### config.mk
export PLATFORM = sky130hd
export DESIGN_NAME = core_demux_top
export DESIGN_NICKNAME = d
export VERILOG_FILES = /design/src/source/core_bus_pkg.sv /design/src/source/cluster_map_pkg.sv /design/src/source/resp_route_fifo.sv /design/src/source/core_data_demux.sv /design/src/source/periph_demux.sv /design/src/source/ext_access_monitor.sv /design/src/source/core_demux_top.sv
export SDC_FILE = /design/constraint.sdc
export NUM_CORES = 1
export LEC_CHECK = 0
export BUFFER_PORTS_ARGS = -buffer_cell sky130_fd_sc_hd__buf_4
export CAP_MARGIN = 40
export CORE_AREA = 10 10 200 202
export CTS_CLUSTER_SIZE = 10
export DETAILED_ROUTE_END_ITERATION = 8
export DIE_AREA = 0 0 210 212
export GPL_TIMING_DRIVEN = 0
export PLACE_DENSITY = 0.5
export SLEW_MARGIN = 0
export SYNTH_ARGS = -nofsm -noshare
export SYNTH_HDL_FRONTEND = slang
export SYNTH_SLANG_ARGS = --single-unit
### constraint.sdc
create_clock -name clk_i -period 5.3 [get_ports clk_i]
set_input_delay 0.53 -clock clk_i [delete_from_list [all_inputs] [get_ports clk_i]]
set_output_delay 0.53 -clock clk_i [all_outputs]
set_load 0.1 [all_outputs]
### src/source/core_bus_pkg.sv
`default_nettype none

package core_bus_pkg;

  parameter int unsigned addr_width = 32;
  parameter int unsigned data_width = 32;
  parameter int unsigned be_width   = data_width / 8;

  // Forward half of every link as driven by the initiator
  typedef struct packed {
    logic                  req;
    logic                  we;
    logic [addr_width-1:0] add;
    logic [data_width-1:0] wdata;
    logic [be_width-1:0]   be;
  } bus_req_t;

  // Return half with gnt in the request cycle and r_valid later
  typedef struct packed {
    logic                  gnt;
    logic                  r_valid;
    logic [data_width-1:0] r_rdata;
    logic                  r_err;
  } bus_rsp_t;

endpackage

`default_nettype wire

### src/source/cluster_map_pkg.sv
`default_nettype none

package cluster_map_pkg;

  // Each cluster owns a 4 MiB window
  parameter int unsigned window_shift = 22;

  // Offsets inside the window
  parameter logic [window_shift-1:0] tcdm_limit   = 22'h20_0000;
  parameter logic [window_shift-1:0] periph_base  = 22'h20_0000;
  parameter logic [window_shift-1:0] periph_limit = 22'h20_0800;

  // Low selects the event unit, high selects DMA control
  parameter int unsigned eu_select_bit = 10;

  parameter logic [31:0] err_rdata = 32'hBADA_CCE5;

  typedef enum logic [1:0] {
    route_tcdm,
    route_soc,
    route_periph,
    route_err
  } core_route_e;

  typedef enum logic {
    route_eu,
    route_dma
  } periph_route_e;

endpackage

`default_nettype wire

### src/source/resp_route_fifo.sv
`timescale 1ns/100ps
`default_nettype none

module resp_route_fifo #(
  parameter type         tag_t = logic,
  parameter int unsigned Depth = 4
) (
  input  logic clk_i,
  input  logic rst_n_i,
  input  logic push_i,
  input  tag_t tag_i,
  input  logic pop_i,
  output tag_t head_o,
  output tag_t last_o,
  output logic empty_o,
  output logic full_o
);

  localparam int unsigned PtrWidth = (Depth > 1) ? $clog2(Depth) : 1;
  localparam int unsigned CntWidth = $clog2(Depth + 1);

  tag_t                mem_q [Depth];
  logic [PtrWidth-1:0] rd_ptr_q;
  logic [PtrWidth-1:0] wr_ptr_q;
  logic [PtrWidth-1:0] last_ptr;
  logic [CntWidth-1:0] count_q;
  logic                push_en;
  logic                pop_en;

  function automatic logic [PtrWidth-1:0] ptr_inc(input logic [PtrWidth-1:0] ptr);
    if (ptr == PtrWidth'(Depth - 1)) begin
      return '0;
    end
    return ptr + 1'b1;
  endfunction

  assign empty_o = (count_q == '0);
  assign full_o  = (count_q == CntWidth'(Depth));
  assign push_en = push_i && !full_o;
  assign pop_en  = pop_i && !empty_o;

  // Slot behind the write pointer holds the newest tag
  assign last_ptr = (wr_ptr_q == '0) ? PtrWidth'(Depth - 1) : wr_ptr_q - 1'b1;
  assign head_o   = mem_q[rd_ptr_q];
  assign last_o   = mem_q[last_ptr];

  always_ff @(posedge clk_i) begin
    if (push_en) begin
      mem_q[wr_ptr_q] <= tag_i;
    end
  end

  always_ff @(posedge clk_i) begin
    if (!rst_n_i) begin
      rd_ptr_q <= '0;
      wr_ptr_q <= '0;
      count_q  <= '0;
    end else begin
      if (push_en) begin
        wr_ptr_q <= ptr_inc(wr_ptr_q);
      end
      if (pop_en) begin
        rd_ptr_q <= ptr_inc(rd_ptr_q);
      end
      if (push_en && !pop_en) begin
        count_q <= count_q + 1'b1;
      end else if (pop_en && !push_en) begin
        count_q <= count_q - 1'b1;
      end
    end
  end

endmodule

`default_nettype wire

### src/source/core_data_demux.sv
`timescale 1ns/100ps
`default_nettype none

module core_data_demux #(
  parameter int unsigned RemapAddress   = 1,
  parameter int unsigned ClustAlias     = 1,
  parameter int unsigned ClustAliasBase = 'h040,
  parameter int unsigned Depth          = 4
) (
  input  logic                    clk_i,
  input  logic                    rst_n_i,
  input  logic [3:0]              base_addr_i,
  input  logic [5:0]              cluster_id_i,
  input  core_bus_pkg::bus_req_t  core_req_i,
  output core_bus_pkg::bus_rsp_t  core_rsp_o,
  output core_bus_pkg::bus_req_t  tcdm_req_o,
  input  core_bus_pkg::bus_rsp_t  tcdm_rsp_i,
  output core_bus_pkg::bus_req_t  soc_req_o,
  input  core_bus_pkg::bus_rsp_t  soc_rsp_i,
  output core_bus_pkg::bus_req_t  periph_req_o,
  input  core_bus_pkg::bus_rsp_t  periph_rsp_i
);

  localparam int unsigned OffWidth   = cluster_map_pkg::window_shift;
  localparam int unsigned AliasWidth = core_bus_pkg::addr_width - OffWidth;

  logic [OffWidth-1:0]          offset;
  logic                         in_own;
  logic                         in_alias;
  logic                         route_ok;
  logic                         target_gnt;
  logic                         core_gnt;
  logic                         err_valid_q;
  logic                         rsp_valid;
  logic                         fifo_empty;
  logic                         fifo_full;
  cluster_map_pkg::core_route_e route;
  cluster_map_pkg::core_route_e fifo_head;
  cluster_map_pkg::core_route_e fifo_last;
  core_bus_pkg::bus_rsp_t       sel_rsp;

  assign offset   = core_req_i.add[OffWidth-1:0];
  assign in_own   = (core_req_i.add[31:28] == base_addr_i) &&
                    (core_req_i.add[27:OffWidth] == cluster_id_i);
  assign in_alias = (ClustAlias != 0) &&
                    (core_req_i.add[31:OffWidth] == AliasWidth'(ClustAliasBase));

  always_comb begin
    if (!(in_own || in_alias)) begin
      route = cluster_map_pkg::route_soc;
    end else if (offset < cluster_map_pkg::tcdm_limit) begin
      route = cluster_map_pkg::route_tcdm;
    end else if (offset >= cluster_map_pkg::periph_base &&
                 offset < cluster_map_pkg::periph_limit) begin
      route = cluster_map_pkg::route_periph;
    end else begin
      route = cluster_map_pkg::route_err;
    end
  end

  // Only one target may hold outstanding responses at a time
  assign route_ok = !fifo_full && (fifo_empty || fifo_last == route);

  always_comb begin
    case (route)
      cluster_map_pkg::route_tcdm:   target_gnt = tcdm_rsp_i.gnt;
      cluster_map_pkg::route_soc:    target_gnt = soc_rsp_i.gnt;
      cluster_map_pkg::route_periph: target_gnt = periph_rsp_i.gnt;
      default:                       target_gnt = 1'b1;
    endcase
  end

  assign core_gnt = core_req_i.req && route_ok && target_gnt;

  always_comb begin
    tcdm_req_o       = core_req_i;
    soc_req_o        = core_req_i;
    periph_req_o     = core_req_i;
    tcdm_req_o.req   = core_req_i.req && route_ok && (route == cluster_map_pkg::route_tcdm);
    soc_req_o.req    = core_req_i.req && route_ok && (route == cluster_map_pkg::route_soc);
    periph_req_o.req = core_req_i.req && route_ok && (route == cluster_map_pkg::route_periph);
    if (RemapAddress != 0) begin
      tcdm_req_o.add = core_bus_pkg::addr_width'(offset);
    end
  end

  // Error responder answers one cycle after the grant
  always_ff @(posedge clk_i) begin
    if (!rst_n_i) begin
      err_valid_q <= 1'b0;
    end else begin
      err_valid_q <= core_gnt && (route == cluster_map_pkg::route_err);
    end
  end

  always_comb begin
    case (fifo_head)
      cluster_map_pkg::route_tcdm:   sel_rsp = tcdm_rsp_i;
      cluster_map_pkg::route_soc:    sel_rsp = soc_rsp_i;
      cluster_map_pkg::route_periph: sel_rsp = periph_rsp_i;
      default: begin
        sel_rsp.gnt     = 1'b1;
        sel_rsp.r_valid = err_valid_q;
        sel_rsp.r_rdata = cluster_map_pkg::err_rdata;
        sel_rsp.r_err   = 1'b1;
      end
    endcase
  end

  assign rsp_valid = sel_rsp.r_valid && !fifo_empty;

  always_comb begin
    core_rsp_o.gnt     = core_gnt;
    core_rsp_o.r_valid = rsp_valid;
    core_rsp_o.r_rdata = sel_rsp.r_rdata;
    core_rsp_o.r_err   = sel_rsp.r_err && rsp_valid;
  end

  resp_route_fifo #(
    .tag_t (cluster_map_pkg::core_route_e),
    .Depth (Depth)
  ) route_fifo_i (
    .clk_i   (clk_i),
    .rst_n_i (rst_n_i),
    .push_i  (core_gnt),
    .tag_i   (route),
    .pop_i   (rsp_valid),
    .head_o  (fifo_head),
    .last_o  (fifo_last),
    .empty_o (fifo_empty),
    .full_o  (fifo_full)
  );

endmodule

`default_nettype wire

### src/source/periph_demux.sv
`timescale 1ns/100ps
`default_nettype none

module periph_demux #(
  parameter int unsigned Depth = 4
) (
  input  logic                   clk_i,
  input  logic                   rst_n_i,
  input  core_bus_pkg::bus_req_t periph_req_i,
  output core_bus_pkg::bus_rsp_t periph_rsp_o,
  output core_bus_pkg::bus_req_t eu_req_o,
  input  core_bus_pkg::bus_rsp_t eu_rsp_i,
  output core_bus_pkg::bus_req_t dma_req_o,
  input  core_bus_pkg::bus_rsp_t dma_rsp_i
);

  cluster_map_pkg::periph_route_e route;
  cluster_map_pkg::periph_route_e fifo_head;
  cluster_map_pkg::periph_route_e fifo_last;
  logic                           fifo_empty;
  logic                           fifo_full;
  logic                           route_ok;
  logic                           up_gnt;
  core_bus_pkg::bus_rsp_t         sel_rsp;
  logic                           rsp_valid;

  assign route    = cluster_map_pkg::periph_route_e'(
                      periph_req_i.add[cluster_map_pkg::eu_select_bit]);
  assign route_ok = !fifo_full && (fifo_empty || fifo_last == route);

  always_comb begin
    eu_req_o      = periph_req_i;
    dma_req_o     = periph_req_i;
    eu_req_o.req  = periph_req_i.req && route_ok && (route == cluster_map_pkg::route_eu);
    dma_req_o.req = periph_req_i.req && route_ok && (route == cluster_map_pkg::route_dma);
  end

  assign up_gnt = periph_req_i.req && route_ok &&
                  ((route == cluster_map_pkg::route_eu) ? eu_rsp_i.gnt : dma_rsp_i.gnt);

  // Return path follows the oldest outstanding tag
  assign sel_rsp   = (fifo_head == cluster_map_pkg::route_eu) ? eu_rsp_i : dma_rsp_i;
  assign rsp_valid = sel_rsp.r_valid && !fifo_empty;

  always_comb begin
    periph_rsp_o.gnt     = up_gnt;
    periph_rsp_o.r_valid = rsp_valid;
    periph_rsp_o.r_rdata = sel_rsp.r_rdata;
    periph_rsp_o.r_err   = sel_rsp.r_err && rsp_valid;
  end

  resp_route_fifo #(
    .tag_t (cluster_map_pkg::periph_route_e),
    .Depth (Depth)
  ) route_fifo_i (
    .clk_i   (clk_i),
    .rst_n_i (rst_n_i),
    .push_i  (up_gnt),
    .tag_i   (route),
    .pop_i   (rsp_valid),
    .head_o  (fifo_head),
    .last_o  (fifo_last),
    .empty_o (fifo_empty),
    .full_o  (fifo_full)
  );

endmodule

`default_nettype wire

### src/source/ext_access_monitor.sv
`timescale 1ns/100ps
`default_nettype none

module ext_access_monitor (
  input  core_bus_pkg::bus_req_t soc_req_i,
  input  core_bus_pkg::bus_rsp_t soc_rsp_i,
  output logic [3:0]             ext_perf_o
);

  logic load_req;
  logic store_req;
  logic load_done;
  logic store_done;
  logic load_wait;
  logic store_wait;

  assign load_req  = soc_req_i.req && !soc_req_i.we;
  assign store_req = soc_req_i.req && soc_req_i.we;

  // Transfers complete on the grant cycle
  assign load_done  = load_req && soc_rsp_i.gnt;
  assign store_done = store_req && soc_rsp_i.gnt;

  // Stall cycles seen by the core
  assign load_wait  = load_req && !soc_rsp_i.gnt;
  assign store_wait = store_req && !soc_rsp_i.gnt;

  assign ext_perf_o = {store_wait, load_wait, store_done, load_done};

endmodule

`default_nettype wire

### src/source/core_demux_top.sv
`timescale 1ns/100ps
`default_nettype none

module core_demux_top #(
  parameter int unsigned RemapAddress   = 1,
  parameter int unsigned ClustAlias     = 1,
  parameter int unsigned ClustAliasBase = 'h040,
  parameter int unsigned Depth          = 4
) (
  input  logic                   clk_i,
  input  logic                   rst_n_i,
  input  logic [3:0]             base_addr_i,
  input  logic [5:0]             cluster_id_i,
  input  core_bus_pkg::bus_req_t core_req_i,
  output core_bus_pkg::bus_rsp_t core_rsp_o,
  output core_bus_pkg::bus_req_t tcdm_req_o,
  input  core_bus_pkg::bus_rsp_t tcdm_rsp_i,
  output core_bus_pkg::bus_req_t soc_req_o,
  input  core_bus_pkg::bus_rsp_t soc_rsp_i,
  output core_bus_pkg::bus_req_t eu_req_o,
  input  core_bus_pkg::bus_rsp_t eu_rsp_i,
  output core_bus_pkg::bus_req_t dma_req_o,
  input  core_bus_pkg::bus_rsp_t dma_rsp_i,
  output logic [3:0]             ext_perf_o
);

  // Link between the two routers
  core_bus_pkg::bus_req_t periph_req;
  core_bus_pkg::bus_rsp_t periph_rsp;

  core_data_demux #(
    .RemapAddress   (RemapAddress),
    .ClustAlias     (ClustAlias),
    .ClustAliasBase (ClustAliasBase),
    .Depth          (Depth)
  ) core_data_demux_i (
    .clk_i        (clk_i),
    .rst_n_i      (rst_n_i),
    .base_addr_i  (base_addr_i),
    .cluster_id_i (cluster_id_i),
    .core_req_i   (core_req_i),
    .core_rsp_o   (core_rsp_o),
    .tcdm_req_o   (tcdm_req_o),
    .tcdm_rsp_i   (tcdm_rsp_i),
    .soc_req_o    (soc_req_o),
    .soc_rsp_i    (soc_rsp_i),
    .periph_req_o (periph_req),
    .periph_rsp_i (periph_rsp)
  );

  periph_demux #(
    .Depth (Depth)
  ) periph_demux_i (
    .clk_i        (clk_i),
    .rst_n_i      (rst_n_i),
    .periph_req_i (periph_req),
    .periph_rsp_o (periph_rsp),
    .eu_req_o     (eu_req_o),
    .eu_rsp_i     (eu_rsp_i),
    .dma_req_o    (dma_req_o),
    .dma_rsp_i    (dma_rsp_i)
  );

  ext_access_monitor ext_access_monitor_i (
    .soc_req_i  (soc_req_o),
    .soc_rsp_i  (soc_rsp_i),
    .ext_perf_o (ext_perf_o)
  );

endmodule

`default_nettype wire

# ---- After elaboration in Yosys (flattened, before gate mapping)
# Memories as Yosys holds them, arrays and structs flattened. A register that Yosys moved wholly into a read port is not among the register bits.
# Cells that the tools add are included.
dict set report word_totals {
  inputBits 222
  output_inout_bits 319
  mem_count 2
  regBits 15
  ramBits 12
}
dict set report classes {
  bitwise 1
  order_cmp 3
  eq_ne 16
  n_reduce_logical 53
  muxes 41
  add_sub_neg 10
}
# name depth word_bits rd rd_clocked_by_memory_dff write_ports line
set mem_list {}
lappend mem_list {core_data_demux_i.route_fifo_i.mem_q 4 2 2 1 1 resp_route_fifo.sv:22} ;# tag_t mem_q [Depth];
lappend mem_list {periph_demux_i.route_fifo_i.mem_q 4 1 2 1 1 resp_route_fifo.sv:22}
# operator n
set op_table {}
lappend op_table {{$pmux W34 S3} 1}
lappend op_table {{$lt A22 B22 Y1 const B} 2}
lappend op_table {{$mux W34} 1}
lappend op_table {{$logic_and A1 B1 Y1} 32}
lappend op_table {{$mux W2} 16}
lappend op_table {{$ge A22 B22 Y1 const B} 1}
lappend op_table {{$mux W1} 18}
lappend op_table {{$eq A2 B2 Y1 const B} 7}
lappend op_table {{$mux W3} 4}
lappend op_table {{$eq A10 B7 Y1 const B} 1}
lappend op_table {{$logic_not A1 Y1} 10}
lappend op_table {{$add A2 B1 Y2 const B} 4}
lappend op_table {{$logic_not A2 Y1} 4}
lappend op_table {{$add A3 B1 Y3 const B} 2}
lappend op_table {{$eq A3 B3 Y1 const B} 2}
lappend op_table {{$eq A6 B6 Y1} 1}
lappend op_table {{$logic_not A3 Y1} 2}
lappend op_table {{$sub A3 B1 Y3 const B} 2}
lappend op_table {{$eq A2 B1 Y1 const B} 2}
lappend op_table {{$eq A4 B4 Y1} 1}
lappend op_table {{$reduce_bool A2 Y1} 2}
lappend op_table {{$sub A2 B1 Y2 const B} 2}
lappend op_table {{$logic_or A1 B1 Y1} 3}
lappend op_table {{$pmux W1 S3} 1}
lappend op_table {{3 further kinds} 3}

# ---- Logic depth before layout (Yosys ltp)
dict set report depth {
  ltp_word 19
  depth_mapped 15
}

# ---- Cells and area by module
# Synthesis repeated with hierarchy kept, for this count alone.
dict set report hier_totals {
  cells_unflattened 667
  hier_area_um2 5858.1
}
# module seq_area_each_um2 instances area_per_inst_um2 cells_per_inst
set modules_own_cells {}
lappend modules_own_cells {core_data_demux 20.0 1 2643.8 348}
lappend modules_own_cells {periph_demux 0.0 1 1674.1 188}
lappend modules_own_cells {{resp_route_fifo (core_data_demux_i.route_fifo_i)} 420.4 1 822.0 65}
lappend modules_own_cells {{resp_route_fifo (periph_demux_i.route_fifo_i)} 300.3 1 650.6 58}
lappend modules_own_cells {ext_access_monitor 0.0 1 67.6 8}

# ---- Worst setup path before layout
# No wires, ideal clock.
dict set report synth_path {
  path_kind {flip-flop to output port}
  from {register core_data_demux_i.route_fifo_i.wr_ptr_q[0]}
  to {output dma_req_o[69] in the netlist's numbering}
  arrival_time_ns 4.044
  path_stages_with_launch 9
  path_slack_ns 0.726
  required_time_ns 4.770
  path_buffers 0
  path_cell_list {dfxtp_1 -> inv_1 -> ha_1 -> nor2b_4 -> mux4_2 -> nor3b_1 -> a22o_2 -> a21oi_4 -> nor3b_1}
}
# element line
set synth_rtl {}
lappend synth_rtl {{start, declared} resp_route_fifo.sv:24} ;# logic [PtrWidth-1:0] wr_ptr_q;
lappend synth_rtl {{start signal, assigned} resp_route_fifo.sv:60} ;# wr_ptr_q <= ptr_inc(wr_ptr_q);
lappend synth_rtl {{end, declared} core_demux_top.sv:22} ;# output core_bus_pkg::bus_req_t dma_req_o,

# ---- Worst setup path after layout
dict set report layout_path {
  from {register core_data_demux_i.route_fifo_i.wr_ptr_q[0]}
  to {register periph_demux_i.route_fifo_i.count_q[2]}
}
dict set report layout_via {
  elab_chain_cells 14
}
# element line
set layout_rtl {}
lappend layout_rtl {{$sub A2 B1 Y2 or $logic_not A2 Y1 (tied branches)} resp_route_fifo.sv:43} ;# assign last_ptr = (wr_ptr_q == '0) ? PtrWidth'(Depth - 1) : wr_ptr_q - 1'b1;
lappend layout_rtl {{$mux W2 (*)} resp_route_fifo.sv:43}
lappend layout_rtl {{$mem_v2 Z4 W2 (*)} n/a}
lappend layout_rtl {{$eq A2 B2 Y1 (*)} core_data_demux.sv:62} ;# assign route_ok = !fifo_full && (fifo_empty || fifo_last == route);
lappend layout_rtl {{$logic_or A1 B1 Y1 (*)} core_data_demux.sv:62}
lappend layout_rtl {{$logic_and A1 B1 Y1 (*)} core_data_demux.sv:62}
lappend layout_rtl {{$logic_and A1 B1 Y1 (*) (2 in a row)} core_data_demux.sv:81} ;# periph_req_o.req = core_req_i.req && route_ok && (route == cluster_map_pkg::route_periph);
lappend layout_rtl {{$logic_and A1 B1 Y1 (*) (2 in a row)} periph_demux.sv:38} ;# assign up_gnt = periph_req_i.req && route_ok &&
lappend layout_rtl {{$logic_and A1 B1 Y1 (*)} resp_route_fifo.sv:39} ;# assign push_en = push_i && !full_o;
lappend layout_rtl {{named net periph_demux_i.route_fifo_i.push_en} resp_route_fifo.sv:27} ;# logic push_en;
lappend layout_rtl {{$logic_not A1 Y1} resp_route_fifo.sv:67} ;# end else if (pop_en && !push_en) begin
lappend layout_rtl {{$logic_and A1 B1 Y1} resp_route_fifo.sv:67}
lappend layout_rtl {{$reduce_bool A2 Y1 (no line)} n/a}
lappend layout_rtl {{end signal, assigned} resp_route_fifo.sv:66} ;# count_q <= count_q + 1'b1;
lappend layout_rtl {{end signal, assigned} resp_route_fifo.sv:68} ;# count_q <= count_q - 1'b1;
lappend layout_rtl {{end, declared} resp_route_fifo.sv:26} ;# logic [CntWidth-1:0] count_q;
# The timed path passes the listed nets; every way through them passes the cells marked *.
# A chain may end at the register's enable or synchronous reset.

==> results.toml <==
[synthesis]
yosysTopAreaCell = "buf_4"
async_reset_ff_share_pct = 0
ys_warn_count = 0
avgSynthCellArea_um2 = 8.539
synth_top_area_share_pct = 41.96
ys_seq_area_share_pct = 14.63
ys_seq_elements = 31
synthesis.area_um2 = 5064
synth-main-ff-cell = "dfxtp_1"
yosysUniqueCellTypes = 46
yosys.cell_count.top_type = "buf_4"
synth_edf_count = 12
synth_common_cells = "buf_4 (283), mux2i_1 (77), a22oi_1 (19), dfxtp_1 (19), nand2_1 (19)"
syn-instance-count = 593
yosys-top-cells-area = "buf_4 (42%), mux2i_1 (15%), dfxtp_1 (7.5%)"

[die]
die_x_um = 210
die_height_um = 212
die_area_um2 = 44520
initial_core_util_pct = 14.03
io_pins = 541
coreArea_um2 = 36080
rows = 70

[clock_tree]
cts_tree = "yes"
cts_buffers = 5
holdBufCountCts = 0
post_cts_buffers = 0
clockBufferDepth = 2
clk_latency_ns = 0.27
cts.root.buffer_cell = "clkbuf_16"
cts_resized = 0
cts.sinks = 31
htree_num_levels = 2
path_clk_slew_ns = 0.05

[grt]
grt_pass1_wl_um = 37890
grt_overflow = 0
grt_pass1_vias = 5700
track_usage_pct = 10.92
grt_max_degree = 13
antenna_found_initial = 0

[placement]
gp_congestion = 0.7604
port_buffers = 484
place_hpwl_um = 24580

[route]
viasPerCell = 3.432
finalWirelength_um = 27010
drc = 0
drtIter0Drc = 208
vias = 5364
ant_nets = 0
drt_pass1_iterations = 4
wire_per_inst_um = 17.28

[sta]
worst_slew_pin_slew_ns = 0.8135
min_period_over_period_pct = 70.43
rsz0062_at_grt = "no"
hold_violations = 0
relSlewSlack_pct = 45.56
fin_crit_ns = 3.733
setup_violations = 0
setup_tns_ns = 0
fin_skew_ns = 0.004521
drv_slew = 0
timing.fmax_mhz = 267.9

[setup_path]
crit_type = "register to register"
cp.required_ns = 5.49
crit_arrival_ns = 3.93
crit_chain = "inv_1 -> ha_1 -> nor2b_4 -> mux4_2 -> nor3b_1 -> a22o_2 -> a21oi_4 -> nor3_4 -> ha_1 -> inv_1 -> fa_1 -> xor2_1 -> or3_1 -> a21boi_0"
path_max_fanout = 7
critical_path.max_stage_delay_ns = 0.57
start_kind = "register"
r2r_cells = 14
cp-end-kind = "register"
cp_slowest_cell = "mux4_2"

[power_and_ir_drop]
clkPwrFrac_pct = 7.9
p_comb_share_pct = 82.3
finalPower_mw = 3.411
total_leakage_power_nw = 5.171
p_seq_share_pct = 9.9
vdd_drop_max_mv = 0.3206
p_sw_mw = 2.207
power.density_nw_per_um2 = 360.5
internal_power_mw = 1.204
switching_share_pct = 64.71

[worst_hold_path]
hold_class = "register to register"
whs_path_depth = 2

[outcome]
status = "completed"

[finish]
syn2layout_area_growth_pct = 86.85
drive_above_1_share_pct = 72.88
fin_nets = 1330
antennaDiodeCount = 0

[job]
cap_violations = 0
cells in the final DEF (no fill, tap or decap), types with 3 or more instances in the layout:
cell / count
clkbuf_1: 5
nor3b_1: 3
clkbuf_16: 5
nand2b_1: 3
and2_1: 7
o21ai_1: 4
conb_1: 10
nand3_1: 7
a22oi_1: 19
buf_2: 9
buf_4: 768
a21oi_1: 6
xnor2_1: 14
mux4_2: 4
nor2_1: 17
nor4_1: 3
mux2i_1: 77
ha_1: 12
dfxtp_1: 19
nand2_1: 19
nor2b_1: 4
inv_1: 18
edfxtp_1: 12
nor3_1: 4
o22ai_1: 13
stage by stage:
| stage | setup slack [ns] | utilization, % | cell area (um^2) | hold slack (ns) | instances |
|---|---|---|---|---|---|
| 4_1_cts | 1.574 | 26.22 | 9462 | 0.4925 | 1563 |
| 3_3_place_gp | 1.558 | 25.82 | 9316 | 0.4768 | 1554 |
| 3_5_place_dp | 1.543 | 25.84 | 9324 | 0.4790 | 1555 |
| 6_report | 1.567 | 26.22 | 9462 | 0.4881 | 1563 |
| 2_1_floorplan | 0.7259 | - | 5097 | 0.4550 | 602 |
| 5_1_grt | 1.242 | 26.22 | 9462 | 0.5257 | 1563 |
metal layers:
layer	global-route usage, %	routed length (um)
met3	3.742	2508
met2	20.10	14080
met5	0	0
met1	12.18	10300
met4	1.216	125
cell type report:
cell class                      instances  area (um^2)
Buffer                                297         2197
Clock buffer                            6        128.9
Clock inverter                          2        8.758
Fill cell                            3875        26620
Inverter                               19        71.32
Multi-Input combinational cell        255         2088
Sequential cell                        31        740.7
Tap cell                              468        585.6
Timing Repair Buffer                  485         3641
cell families after synthesis:
family	synth area share, %
flops	14.63
compound gates	8.056
xor+xnor	2.768
fa+ha+maj	3.756
other cells	0.07406
mux	17.96
simple gates	7.957
buf+inv	44.80
power groups by stage:
stage / registers, mW / clock network, mW / logic [mW]
floorplan: 0.331 / 0 / 2.20
global placement: 0.340 / 0 / 2.82
detailed placement: 0.342 / 0 / 2.83
CTS: 0.337 / 0.274 / 2.84
global route: 0.346 / 0.286 / 2.94
finish: 0.336 / 0.269 / 2.81
final timing paths:
| kind | from | end | slack [ns] |
|---|---|---|---|
| setup reg to reg | core_data_demux_i.route_fifo_i.wr_ptr_q[0] | periph_demux_i.route_fifo_i.count_q[2] | 1.57 |
| hold reg to reg | core_data_demux_i.route_fifo_i.rd_ptr_q[1] | core_data_demux_i.route_fifo_i.rd_ptr_q[1] | 0.49 |
| hold / removal | core_data_demux_i.route_fifo_i.rd_ptr_q[1] | core_data_demux_i.route_fifo_i.rd_ptr_q[1] | 0.49 |
| setup / recovery | core_data_demux_i.route_fifo_i.wr_ptr_q[0] | periph_demux_i.route_fifo_i.count_q[2] | 1.57 |
critical path: cells and delay by family, from the launching register on:
| family | cells | cell delay (ns) |
|---|---|---|
| AOI/OAI and AO/OA | 3 | 0.47 |
| xor gates and xnor gates | 1 | 0.19 |
| adders and majority gates | 3 | 0.88 |
| buffers and inverters | 2 | 0.18 |
| DFF | 1 | 0.42 |
| muxes | 1 | 0.57 |
| and+or+nand+nor | 4 | 0.96 |
No activity file was read; power rests on OpenSTA's default activity.
